[src/hdl/pit_consts.svh]
// Timer constants: counter count, AXI4-Lite address and data widths, synchronizer depth
`ifndef PIT_CONSTS_SVH
`define PIT_CONSTS_SVH

// Three independent counters, as on the 8253
`define PIT_NUM_CNT 3

// Four word registers at 0x0, 0x4, 0x8 and 0xC
`define PIT_ADDR_W 4

// Only the low byte carries data
`define PIT_DATA_W 32

// Flop depth for the counter clock and gate pins
`define PIT_SYNC_STAGES 2

`endif
[src/hdl/pit_count_pkg.sv]
// Counter-side types: operating mode enum, counter configuration and status structs
package pit_count_pkg;

  // Control word bits 3:1, modes 1 and 5 not supported
  typedef enum logic [2:0] {
    MODE_TERMINAL = 3'd0,
    MODE_RATE     = 3'd2,
    MODE_SQUARE   = 3'd3,
    MODE_STROBE   = 3'd4
  } cnt_mode_e;

  // Register block to one counter
  typedef struct packed {
    cnt_mode_e   mode;
    logic [15:0] init;
    // Complete count written
    logic        arm;
    // Control word written
    logic        stop;
  } cnt_cfg_t;

  // One counter back to the register block
  typedef struct packed {
    logic [15:0] count;
  } cnt_stat_t;

endpackage

[src/hdl/pit_reg_pkg.sv]
// Bus-side types: AXI4-Lite request and response bundles, response code, access-mode enum
`include "pit_consts.svh"

package pit_reg_pkg;

  localparam logic [1:0] RESP_OKAY = 2'b00;

  // Master to slave
  typedef struct packed {
    logic                   awvalid;
    logic [`PIT_ADDR_W-1:0] awaddr;
    logic                   wvalid;
    logic [`PIT_DATA_W-1:0] wdata;
    logic                   bready;
    logic                   arvalid;
    logic [`PIT_ADDR_W-1:0] araddr;
    logic                   rready;
  } axil_req_t;

  // Slave to master
  typedef struct packed {
    logic                   awready;
    logic                   wready;
    logic                   bvalid;
    logic [1:0]             bresp;
    logic                   arready;
    logic                   rvalid;
    logic [`PIT_DATA_W-1:0] rdata;
    logic [1:0]             rresp;
  } axil_rsp_t;

  // Control word bits 5:4
  typedef enum logic [1:0] {
    ACC_LATCH   = 2'd0,
    ACC_LSB     = 2'd1,
    ACC_MSB     = 2'd2,
    ACC_LSB_MSB = 2'd3
  } access_e;

endpackage

[src/hdl/pit_top.sv]
// Timer top level: AXI4-Lite register block beside three counters
`timescale 1ns/1ps
`include "pit_consts.svh"

module pit_top (
  input  logic                    WR_,
  input  logic                    LOAD,
  input  pit_reg_pkg::axil_req_t  axil_req,
  output pit_reg_pkg::axil_rsp_t  axil_rsp,
  input  logic [`PIT_NUM_CNT-1:0] cnt_clk,
  input  logic [`PIT_NUM_CNT-1:0] gate,
  output logic [`PIT_NUM_CNT-1:0] out
);

  pit_count_pkg::cnt_cfg_t  cfg  [`PIT_NUM_CNT];
  pit_count_pkg::cnt_stat_t stat [`PIT_NUM_CNT];

  pit_axil_regs u_regs (
    .WR_      (WR_),
    .LOAD     (LOAD),
    .axil_req (axil_req),
    .axil_rsp (axil_rsp),
    .cfg      (cfg),
    .stat     (stat)
  );

  for (genvar i = 0; i < `PIT_NUM_CNT; i++) begin : g_cnt
    pit_counter u_cnt (
      .WR_     (WR_),
      .LOAD    (LOAD),
      .cfg     (cfg[i]),
      .cnt_clk (cnt_clk[i]),
      .gate    (gate[i]),
      .stat    (stat[i]),
      .out     (out[i])
    );
  end

endmodule

[src/hdl/pit_counter.sv]
// One timer counter: pin synchronizers, tick detect, 16-bit down counter, mode output control
`timescale 1ns/1ps
`include "pit_consts.svh"

module pit_counter (
  input  logic                     WR_,
  input  logic                     LOAD,
  input  pit_count_pkg::cnt_cfg_t  cfg,
  input  logic                     cnt_clk,
  input  logic                     gate,
  output pit_count_pkg::cnt_stat_t stat,
  output logic                     out
);

  // Bit 1 is gate, bit 0 is the counter clock
  logic [1:0]  pin_sync [`PIT_SYNC_STAGES];
  logic        clk_s;
  logic        gate_s;
  logic        clk_d;
  logic        tick;

  logic        armed;
  logic        running;
  logic [15:0] count;

  // Square wave reload values, odd counts give the high half one extra tick
  logic [15:0] sq_even;
  logic [15:0] sq_hi;

  assign clk_s   = pin_sync[`PIT_SYNC_STAGES-1][0];
  assign gate_s  = pin_sync[`PIT_SYNC_STAGES-1][1];
  assign sq_even = {cfg.init[15:1], 1'b0};
  assign sq_hi   = sq_even + {14'd0, cfg.init[0], 1'b0};

  // Synchronizer chain and registered rising-edge detect
  always_ff @(posedge WR_ or posedge LOAD) begin
    if (LOAD) begin
      for (int i = 0; i < `PIT_SYNC_STAGES; i++) begin
        pin_sync[i] <= 2'b00;
      end
      clk_d <= 1'b0;
      tick  <= 1'b0;
    end else begin
      pin_sync[0] <= {gate, cnt_clk};
      for (int i = 1; i < `PIT_SYNC_STAGES; i++) begin
        pin_sync[i] <= pin_sync[i-1];
      end
      clk_d <= clk_s;
      tick  <= clk_s & ~clk_d;
    end
  end

  always_ff @(posedge WR_ or posedge LOAD) begin
    if (LOAD) begin
      armed   <= 1'b0;
      running <= 1'b0;
      count   <= 16'h0000;
      out     <= 1'b1;
    end else if (cfg.stop) begin
      // New control word halts until the next count arrives
      armed   <= 1'b0;
      running <= 1'b0;
      out     <= (cfg.mode != pit_count_pkg::MODE_TERMINAL);
    end else if (cfg.arm) begin
      armed <= 1'b1;
      if (cfg.mode == pit_count_pkg::MODE_TERMINAL) out <= 1'b0;
    end else if (tick) begin
      if (armed) begin
        // First tick after arm loads N, gate or not
        armed   <= 1'b0;
        running <= 1'b1;
        count   <= (cfg.mode == pit_count_pkg::MODE_SQUARE) ? sq_hi : cfg.init;
        if (cfg.mode != pit_count_pkg::MODE_TERMINAL) out <= 1'b1;
      end else if (running && gate_s) begin
        case (cfg.mode)
          pit_count_pkg::MODE_RATE: begin
            if (count == 16'd1) begin
              count <= cfg.init;
              out   <= 1'b1;
            end else begin
              count <= count - 16'd1;
              // Low for the tick spent at count 1
              out   <= (count != 16'd2);
            end
          end
          pit_count_pkg::MODE_SQUARE: begin
            if (count <= 16'd2) begin
              count <= out ? sq_even : sq_hi;
              out   <= ~out;
            end else begin
              count <= count - 16'd2;
            end
          end
          pit_count_pkg::MODE_STROBE: begin
            if (count == 16'd0) begin
              // Strobe done, no reload
              running <= 1'b0;
              out     <= 1'b1;
            end else begin
              count <= count - 16'd1;
              out   <= (count != 16'd1);
            end
          end
          default: begin
            // Terminal count, keeps wrapping with out held high
            count <= count - 16'd1;
            if (count == 16'd1) out <= 1'b1;
          end
        endcase
      end
    end
  end

  assign stat.count = count;

endmodule

[src/hdl/pit_axil_regs.sv]
// AXI4-Lite slave with control-word decode, count byte sequencing, read-back and latch
`timescale 1ns/1ps
`include "pit_consts.svh"

module pit_axil_regs (
  input  logic                     WR_,
  input  logic                     LOAD,
  input  pit_reg_pkg::axil_req_t   axil_req,
  output pit_reg_pkg::axil_rsp_t   axil_rsp,
  output pit_count_pkg::cnt_cfg_t  cfg  [`PIT_NUM_CNT],
  input  pit_count_pkg::cnt_stat_t stat [`PIT_NUM_CNT]
);

  // Word offset of the control register
  localparam logic [1:0] CTRL_IDX = 2'd3;

  typedef enum logic {
    CH_IDLE,
    CH_RESP
  } chan_e;

  chan_e                    wr_st;
  chan_e                    rd_st;
  logic                     wr_hs;
  logic                     rd_hs;
  logic [1:0]               wr_idx;
  logic [1:0]               rd_idx;
  logic [7:0]               wr_byte;
  pit_reg_pkg::access_e     wr_acc;

  pit_reg_pkg::access_e     acc       [`PIT_NUM_CNT];
  pit_count_pkg::cnt_mode_e mode      [`PIT_NUM_CNT];
  logic [15:0]              init      [`PIT_NUM_CNT];
  logic [15:0]              latch     [`PIT_NUM_CNT];
  logic [`PIT_NUM_CNT-1:0]  wr_msb;
  logic [`PIT_NUM_CNT-1:0]  rd_msb;
  logic [`PIT_NUM_CNT-1:0]  latch_vld;
  logic [`PIT_NUM_CNT-1:0]  arm_q;
  logic [`PIT_NUM_CNT-1:0]  stop_q;

  // Per-counter command decode
  logic [`PIT_NUM_CNT-1:0]  cnt_wr;
  logic [`PIT_NUM_CNT-1:0]  ctrl_cmd;
  logic [`PIT_NUM_CNT-1:0]  latch_cmd;
  logic [`PIT_NUM_CNT-1:0]  rd_sel;

  logic [15:0]              rd_src;
  logic                     rd_hi;
  logic                     rd_last;
  logic [7:0]               rd_byte;
  logic [`PIT_DATA_W-1:0]   rdata_q;

  function automatic pit_count_pkg::cnt_mode_e decode_mode(input logic [2:0] code);
    case (code)
      3'd2:    return pit_count_pkg::MODE_RATE;
      3'd3:    return pit_count_pkg::MODE_SQUARE;
      3'd4:    return pit_count_pkg::MODE_STROBE;
      default: return pit_count_pkg::MODE_TERMINAL;
    endcase
  endfunction

  // Address and data accepted together
  // One outstanding response per channel
  assign wr_hs   = axil_req.awvalid & axil_req.wvalid & (wr_st == CH_IDLE);
  assign rd_hs   = axil_req.arvalid & (rd_st == CH_IDLE);
  assign wr_idx  = axil_req.awaddr[`PIT_ADDR_W-1:2];
  assign rd_idx  = axil_req.araddr[`PIT_ADDR_W-1:2];
  assign wr_byte = axil_req.wdata[7:0];
  assign wr_acc  = pit_reg_pkg::access_e'(axil_req.wdata[5:4]);

  // Select value 3 (read-back) matches no counter
  always_comb begin
    for (int i = 0; i < `PIT_NUM_CNT; i++) begin
      cnt_wr[i]    = wr_hs && (wr_idx == 2'(i));
      ctrl_cmd[i]  = wr_hs && (wr_idx == CTRL_IDX) && (axil_req.wdata[7:6] == 2'(i));
      latch_cmd[i] = ctrl_cmd[i] && (wr_acc == pit_reg_pkg::ACC_LATCH);
      rd_sel[i]    = rd_hs && (rd_idx == 2'(i));
    end
  end

  // Byte picked for a read
  // Offset 0xC matches no counter and reads as zero
  always_comb begin
    rd_src  = 16'h0000;
    rd_hi   = 1'b0;
    rd_last = 1'b0;
    for (int i = 0; i < `PIT_NUM_CNT; i++) begin
      if (rd_idx == 2'(i)) begin
        rd_src = latch_vld[i] ? latch[i] : stat[i].count;
        case (acc[i])
          pit_reg_pkg::ACC_MSB: begin
            rd_hi   = 1'b1;
            rd_last = 1'b1;
          end
          pit_reg_pkg::ACC_LSB_MSB: begin
            rd_hi   = rd_msb[i];
            rd_last = rd_msb[i];
          end
          default: begin
            rd_hi   = 1'b0;
            rd_last = 1'b1;
          end
        endcase
      end
    end
    rd_byte = rd_hi ? rd_src[15:8] : rd_src[7:0];
  end

  // Response channel FSMs
  always_ff @(posedge WR_ or posedge LOAD) begin
    if (LOAD) begin
      wr_st <= CH_IDLE;
      rd_st <= CH_IDLE;
    end else begin
      case (wr_st)
        CH_IDLE: if (wr_hs) wr_st <= CH_RESP;
        default: if (axil_req.bready) wr_st <= CH_IDLE;
      endcase
      case (rd_st)
        CH_IDLE: if (rd_hs) rd_st <= CH_RESP;
        default: if (axil_req.rready) rd_st <= CH_IDLE;
      endcase
    end
  end

  // Access state, byte toggles, latch flag and strobes
  always_ff @(posedge WR_ or posedge LOAD) begin
    if (LOAD) begin
      for (int i = 0; i < `PIT_NUM_CNT; i++) begin
        acc[i]  <= pit_reg_pkg::ACC_LSB_MSB;
        mode[i] <= pit_count_pkg::MODE_TERMINAL;
      end
      wr_msb    <= '0;
      rd_msb    <= '0;
      latch_vld <= '0;
      arm_q     <= '0;
      stop_q    <= '0;
    end else begin
      arm_q  <= '0;
      stop_q <= '0;
      for (int i = 0; i < `PIT_NUM_CNT; i++) begin
        if (rd_sel[i]) begin
          if (acc[i] == pit_reg_pkg::ACC_LSB_MSB) rd_msb[i] <= ~rd_msb[i];
          // Latch released once its last byte is out
          if (rd_last) latch_vld[i] <= 1'b0;
        end
        if (latch_cmd[i] && !latch_vld[i]) begin
          latch_vld[i] <= 1'b1;
        end else if (ctrl_cmd[i] && !latch_cmd[i]) begin
          acc[i]       <= wr_acc;
          mode[i]      <= decode_mode(axil_req.wdata[3:1]);
          wr_msb[i]    <= 1'b0;
          rd_msb[i]    <= 1'b0;
          latch_vld[i] <= 1'b0;
          stop_q[i]    <= 1'b1;
        end
        if (cnt_wr[i]) begin
          case (acc[i])
            pit_reg_pkg::ACC_LSB_MSB: begin
              wr_msb[i] <= ~wr_msb[i];
              arm_q[i]  <= wr_msb[i];
            end
            pit_reg_pkg::ACC_LSB,
            pit_reg_pkg::ACC_MSB: arm_q[i] <= 1'b1;
            default: ;
          endcase
        end
      end
    end
  end

  // Initial counts, latched counts and read data
  always_ff @(posedge WR_ or posedge LOAD) begin
    if (LOAD) begin
      rdata_q <= '0;
      for (int i = 0; i < `PIT_NUM_CNT; i++) begin
        init[i]  <= 16'h0000;
        latch[i] <= 16'h0000;
      end
    end else begin
      if (rd_hs) rdata_q <= {{(`PIT_DATA_W-8){1'b0}}, rd_byte};
      for (int i = 0; i < `PIT_NUM_CNT; i++) begin
        if (cnt_wr[i]) begin
          case (acc[i])
            pit_reg_pkg::ACC_LSB: init[i] <= {8'h00, wr_byte};
            pit_reg_pkg::ACC_MSB: init[i] <= {wr_byte, 8'h00};
            pit_reg_pkg::ACC_LSB_MSB: begin
              if (wr_msb[i]) init[i][15:8] <= wr_byte;
              else init[i][7:0] <= wr_byte;
            end
            default: ;
          endcase
        end
        if (latch_cmd[i] && !latch_vld[i]) latch[i] <= stat[i].count;
      end
    end
  end

  always_comb begin
    for (int i = 0; i < `PIT_NUM_CNT; i++) begin
      cfg[i].mode = mode[i];
      cfg[i].init = init[i];
      cfg[i].arm  = arm_q[i];
      cfg[i].stop = stop_q[i];
    end
  end

  always_comb begin
    axil_rsp.awready = wr_hs;
    axil_rsp.wready  = wr_hs;
    axil_rsp.bvalid  = (wr_st == CH_RESP);
    axil_rsp.bresp   = pit_reg_pkg::RESP_OKAY;
    axil_rsp.arready = rd_hs;
    axil_rsp.rvalid  = (rd_st == CH_RESP);
    axil_rsp.rdata   = rdata_q;
    axil_rsp.rresp   = pit_reg_pkg::RESP_OKAY;
  end

endmodule

[config.mk]
export PLATFORM = sky130hd
export DESIGN_NAME = pit_top
export DESIGN_NICKNAME = d
export VERILOG_FILES = /design/src/hdl/pit_count_pkg.sv /design/src/hdl/pit_reg_pkg.sv /design/src/hdl/pit_top.sv /design/src/hdl/pit_counter.sv /design/src/hdl/pit_axil_regs.sv
export VERILOG_INCLUDE_DIRS = /design/src /design/src/hdl
export SDC_FILE = /design/constraint.sdc
export NUM_CORES = 1
export LEC_CHECK = 0
export BUFFER_PORTS_ARGS = -buffer_cell sky130_fd_sc_hd__buf_2
export CAP_MARGIN = 30
export CORE_ASPECT_RATIO = 0.75
export CORE_MARGIN = 1.5
export CORE_UTILIZATION = 62
export DETAILED_ROUTE_END_ITERATION = 16
export PLACE_DENSITY = 0.81
export SYNTH_ARGS = -nofsm -noshare
export SYNTH_HDL_FRONTEND = slang
export SYNTH_SLANG_ARGS = --single-unit
[constraint.sdc]
create_clock -name WR_ -period 10.2 [get_ports WR_]
set_input_delay 2.04 -clock WR_ [delete_from_list [all_inputs] [get_ports WR_]]
set_output_delay 2.04 -clock WR_ [all_outputs]
set_load 0.1 [all_outputs]
---- Yosys cells after proc, flatten, opt, wreduce, memory -nomap -nowiden ----
Cells that the tools add are included.
cells by class
  $add $sub $neg .......................... 9
  order comparisons ....................... 3
  equal/unequal tests ..................... 58
  mux-type cells .......................... 171
  bitwise operators ....................... 29
  reduce and logical (&&, ||, !) cells .... 98
operator list
  operator                                                                   count
  16-bit two-way mux                                                         27
  16-bit case mux with 3 select lines                                        6
  1-bit two-way mux                                                          121
  3-bit nonzero test                                                         24
  8-bit two-way mux                                                          7
  16-bit by 2-bit adder with 16-bit output                                   3
  16-bit by 1-bit == test with 1-bit output (second input constant)          3
  16-bit by 2-bit <= comparator with 1-bit output (second input constant)    3
  16-bit zero test                                                           3
  16-bit by 1-bit inequality test with 1-bit output (second input constant)  3
  16-bit by 2-bit inequality test with 1-bit output (second input constant)  3
  16-bit by 1-bit subtractor with 16-bit output (second input constant)      3
  16-bit by 2-bit subtractor with 16-bit output (second input constant)      3
  5-bit AND reduction                                                        6
  3-bit by 2-bit == test with 1-bit output (second input constant)           8
  1-bit inverter                                                             23
  1-bit logical AND                                                          22
  7-bit nonzero test                                                         3
  2-bit == test (second input constant)                                      10
  3-bit by 2-bit inequality test with 1-bit output (second input constant)   6
  3-bit AND reduction                                                        6
  6-bit AND reduction                                                        3
  5-bit by 4-bit inequality test with 1-bit output (second input constant)   3
  2-bit by 1-bit == test with 1-bit output (second input constant)           6
  15 further kinds                                                           63
word-level totals
  bits in registers ....................... 211
  input port bits ......................... 53
  output and inout port bits .............. 44
  logic and storage cells ................. 417

---- Depth between registers and ports, before layout ----
  depth in word-level cells ............... 11
  mapped depth ............................ 10
  mapped depth without buffers ............ 8

---- Hierarchy ----
Synthesis repeated with hierarchy kept, for this count alone.
unflattened totals
  cell total of the unflattened synthesis .. 1816
  area total of the unflattened synthesis .. 15566.2 µm²
modules (own cells, without submodules)
  module                             instances  cells an instance  area each (µm²)  seq. area each (µm²)
  pit_axil_regs                      1          668                6786.5           3410.8
  pit_counter at g_cnt[0].u_cnt ...  2          391                2916.5           626.9
  pit_counter at g_cnt[2].u_cnt      1          366                2946.6           626.9

---- Least setup slack after synthesis ----
No wires, ideal clock.
  path type ............................... input-to-output
  start point ............................. input axil_req[5] (netlist bit)
  end point ............................... output axil_rsp[35] (netlist bit)
  arrival ................................. 2.909 ns
  required time ........................... 8.160 ns
  slack ................................... 5.251 ns
  stages on the path ...................... 5
  path buffers ............................ 3
  cells stage by stage .................... nand2_1 clkbuf_1 clkbuf_1 inv_1 buf_4
between the ends
  word-level cells in the longest chain between the ends .. 1
ends and longest elaborated chain
  item               line                 source
  from (decl)        pit_top.sv:8         input pit_reg_pkg::axil_req_t axil_req,
  1-bit bitwise AND  pit_axil_regs.sv:65  assign rd_hs = axil_req.arvalid & (rd_st == CH_IDLE);
  to (decl)          pit_top.sv:9         output pit_reg_pkg::axil_rsp_t axil_rsp,
No other way between the ends.

==> results.json <==
{
  "status": "complete, no violations",
  "route.detailed.drc": 0,
  "drive_above_1_share_pct": 11.6,
  "synth_area_leader_cell": "dfrtp_1",
  "cts_sinks": 211,
  "relSlewSlack_pct": 23.2,
  "synth.cells.most_frequent": "nand2_1, dfrtp_1, o21ai_0",
  "pre_cts_slack_ps": 5110,
  "synth_edf_count": 0,
  "setup_viol": 0,
  "cap_violations": 0,
  "rsz0062_at_grt": "false",
  "antenna_found_initial": 0,
  "total_power_mw": 4.53,
  "ios": 97,
  "place_congestion": 1.01,
  "wl_um": 44300,
  "ys_seq_area_share_pct": 34.6,
  "worstReg2RegStart": "g_cnt[0].u_cnt.stat[4]",
  "synth_top_area_share_pct": 33.0,
  "die_x_um": 184,
  "vias": 13700,
  "crit_fanout": 21,
  "cts_max_level": 1,
  "fmax_mhz": 196,
  "dpl.hpwl_um": 32000,
  "ir_drop_uv": 167,
  "fin_ws_ps": 5090,
  "path_class": "in2out",
  "reg2reg_depth": 6,
  "cts_setup_buffers": 0,
  "antenna_left": 0,
  "firstDrtPassIters": 6,
  "grt_pass1_vias": 12400,
  "grt_pass1_wl_um": 70300,
  "finalNonFillerCells": 2085,
  "drv_slew": 0,
  "dp.cells": 2040,
  "synth_warnings": 0,
  "yosysUniqueCellTypes": 91,
  "wl_per_cell_um": 21.2,
  "rows": 49,
  "cts_buffers": 23,
  "p_leak_nw": 6.63,
  "finalCriticalPeriod_ps": 5110,
  "area.growth.synth_to_final_pct": 4.67,
  "dieArea_mm2": 0.0256,
  "endpoint_kind": "output pin",
  "required_ps": 8160,
  "track_usage_pct": 34.9,
  "cts_resized": 0,
  "synth_most_common_cell": "nand2_1",
  "drt-initial-drc-count": 1790,
  "startpoint_type": "input port",
  "hp-class": "reg2reg",
  "cp.arrival_ps": 3070,
  "synth_area_leaders": "dfrtp_1, nand2_1, o21ai_0",
  "avgSynthCellArea_um2": 8.45,
  "nNetsFinal": 1829,
  "grt_max_degree": 116,
  "fp.dieH_um": 139,
  "min_to": "g_cnt[0].u_cnt.gate_s",
  "r2r_setup_slack_ps": 6870,
  "synthArstFlopShare_pct": 100,
  "place_area_mm2": 0.0152,
  "ys_ff_latch": 211,
  "min_period_over_period_pct": 50.1,
  "fp.coreArea_mm2": 0.0241,
  "design_area_mm2": 0.0160,
  "hold_viol": 0,
  "portBuffers": 40,
  "clkTransAtPathRegs_ps": 60,
  "start_util_pct": 63.5,
  "avgViaCountPerCell": 6.55,
  "cts-root-buf": "clkbuf_16",
  "tightest_slew_ps": 1140,
  "whs_path_depth": 0,
  "r2r-end": "g_cnt[0].u_cnt.stat[1]",
  "postCtsHoldBufs": 0,
  "skew_ps": 13.7,
  "grt_remaining_overflow": 0,
  "synthCells": 1812,
  "power_density_mw_per_mm2": 283,
  "tns_ps": 0,
  "clk_latency_ps": 540,
  "n_antenna_cell": 0,
  "cts_tree": "yes",
  "cts.path.max_buffers": 3,
  "synth-main-ff-cell": "dfrtp_1",
  "num-fill-cells": 2016,
  "hp-start": "g_cnt[0].u_cnt.pin_sync[3]",
  "syn-cell-area_mm2": 0.0153
}
## worst max path at each step
stage / from / to / cells after the start
after floorplan: LOAD / g_cnt[0].u_cnt.armed / 1
after global placement: axil_req[5] / axil_rsp[35] / 4
after CTS: axil_req[5] / axil_rsp[35] / 4
final: axil_req[5] / axil_rsp[35] / 4
after detailed placement: axil_req[5] / axil_rsp[35] / 4
after global routing: axil_req[5] / axil_rsp[35] / 4
## report_power, final
group / leakage [nW] / switching [mW] / internal (mW)
clock network: 0.370 / 0.355 / 0.496
registers: 2.76 / 0.403 / 0.996
logic: 3.50 / 1.39 / 0.885
total: 6.63 / 2.15 / 2.38
## placed cells by master (no fill, tap or decap), types with 20 or more instances in the layout
cell and count:
o21ai_1 20, buf_2 40, a21oi_1 56, o21ai_0 144, xor2_1 42, ha_1 39, nor4_1 21, nor3_1 57
nand2_1 261, nor2_1 83, nand4_1 25, mux2i_1 47, clkbuf_16 23, inv_1 62, nand3_1 63, mux2_2 53
xnor2_1 69, a31oi_1 30, o22ai_1 26, conb_1 28, dfrtp_1 202
## cell type report
type                    count  area [µm²]  share of cell area [%]
clock buffers              31         646                    4.03
flip-flops and latches    211        5290                    33.0
repair buffers             56         368                    2.30
inverters                  63         244                    1.52
multi-input cells        1382        8940                    55.8
well taps                 331         414                    2.59
clock inverters            11         116                   0.726
## cell families (layout without fill, tap and decap cells)
| group | count (synthesis) | in the layout | synth area share, % |
|---|---|---|---|
| AO/OA/AOI/OAI | 450 | 450 | 19.3 |
| multiplexers | 101 | 101 | 7.07 |
| adder cells (fa/ha/maj) | 39 | 39 | 3.19 |
| XOR/XNOR | 111 | 111 | 6.35 |
| buffers and inverters | 246 | 161 | 7.68 |
| AND/OR/NAND/NOR | 653 | 653 | 21.8 |
| other | 1 | 28 | 0.0245 |
| flip-flops | 211 | 211 | 34.6 |
## worst max-delay path, stage by stage
cell and delay [ps]:
buf_2 70, nand2_1 370, inv_1 140, buf_2 440
## sequential cells by signal (all words and copies together), names as in the netlist, 6 cells and up
signal	count
u_regs.cfg	57
g_cnt.u_cnt.pin_sync	6
u_regs.rdata_q	8
u_regs.latch	48
u_regs.acc	6
g_cnt.u_cnt.stat	48
## metal layers
metal | vias up | track usage (%) | wire (µm)
met1 | 6504 | 51.9 | 19400
li1 | 6304 | - | -
met3 | 88 | 11.3 | 5630
met4 | 2 | 7.85 | 1060
met2 | 755 | 48.9 | 18100
met5 | - | 1.52 | 53
## metrics by stage
| stage | util, % | hold WS [ps] |
|---|---|---|
| floorplan | - | 331 |
| global placement | 62.9 | 332 |
| detailed placement | 63.1 | 335 |
| CTS | 66.3 | 343 |
| global route | 66.5 | 352 |
| finish | 66.5 | 343 |
Note: power is estimated with default switching activity, not from simulation.
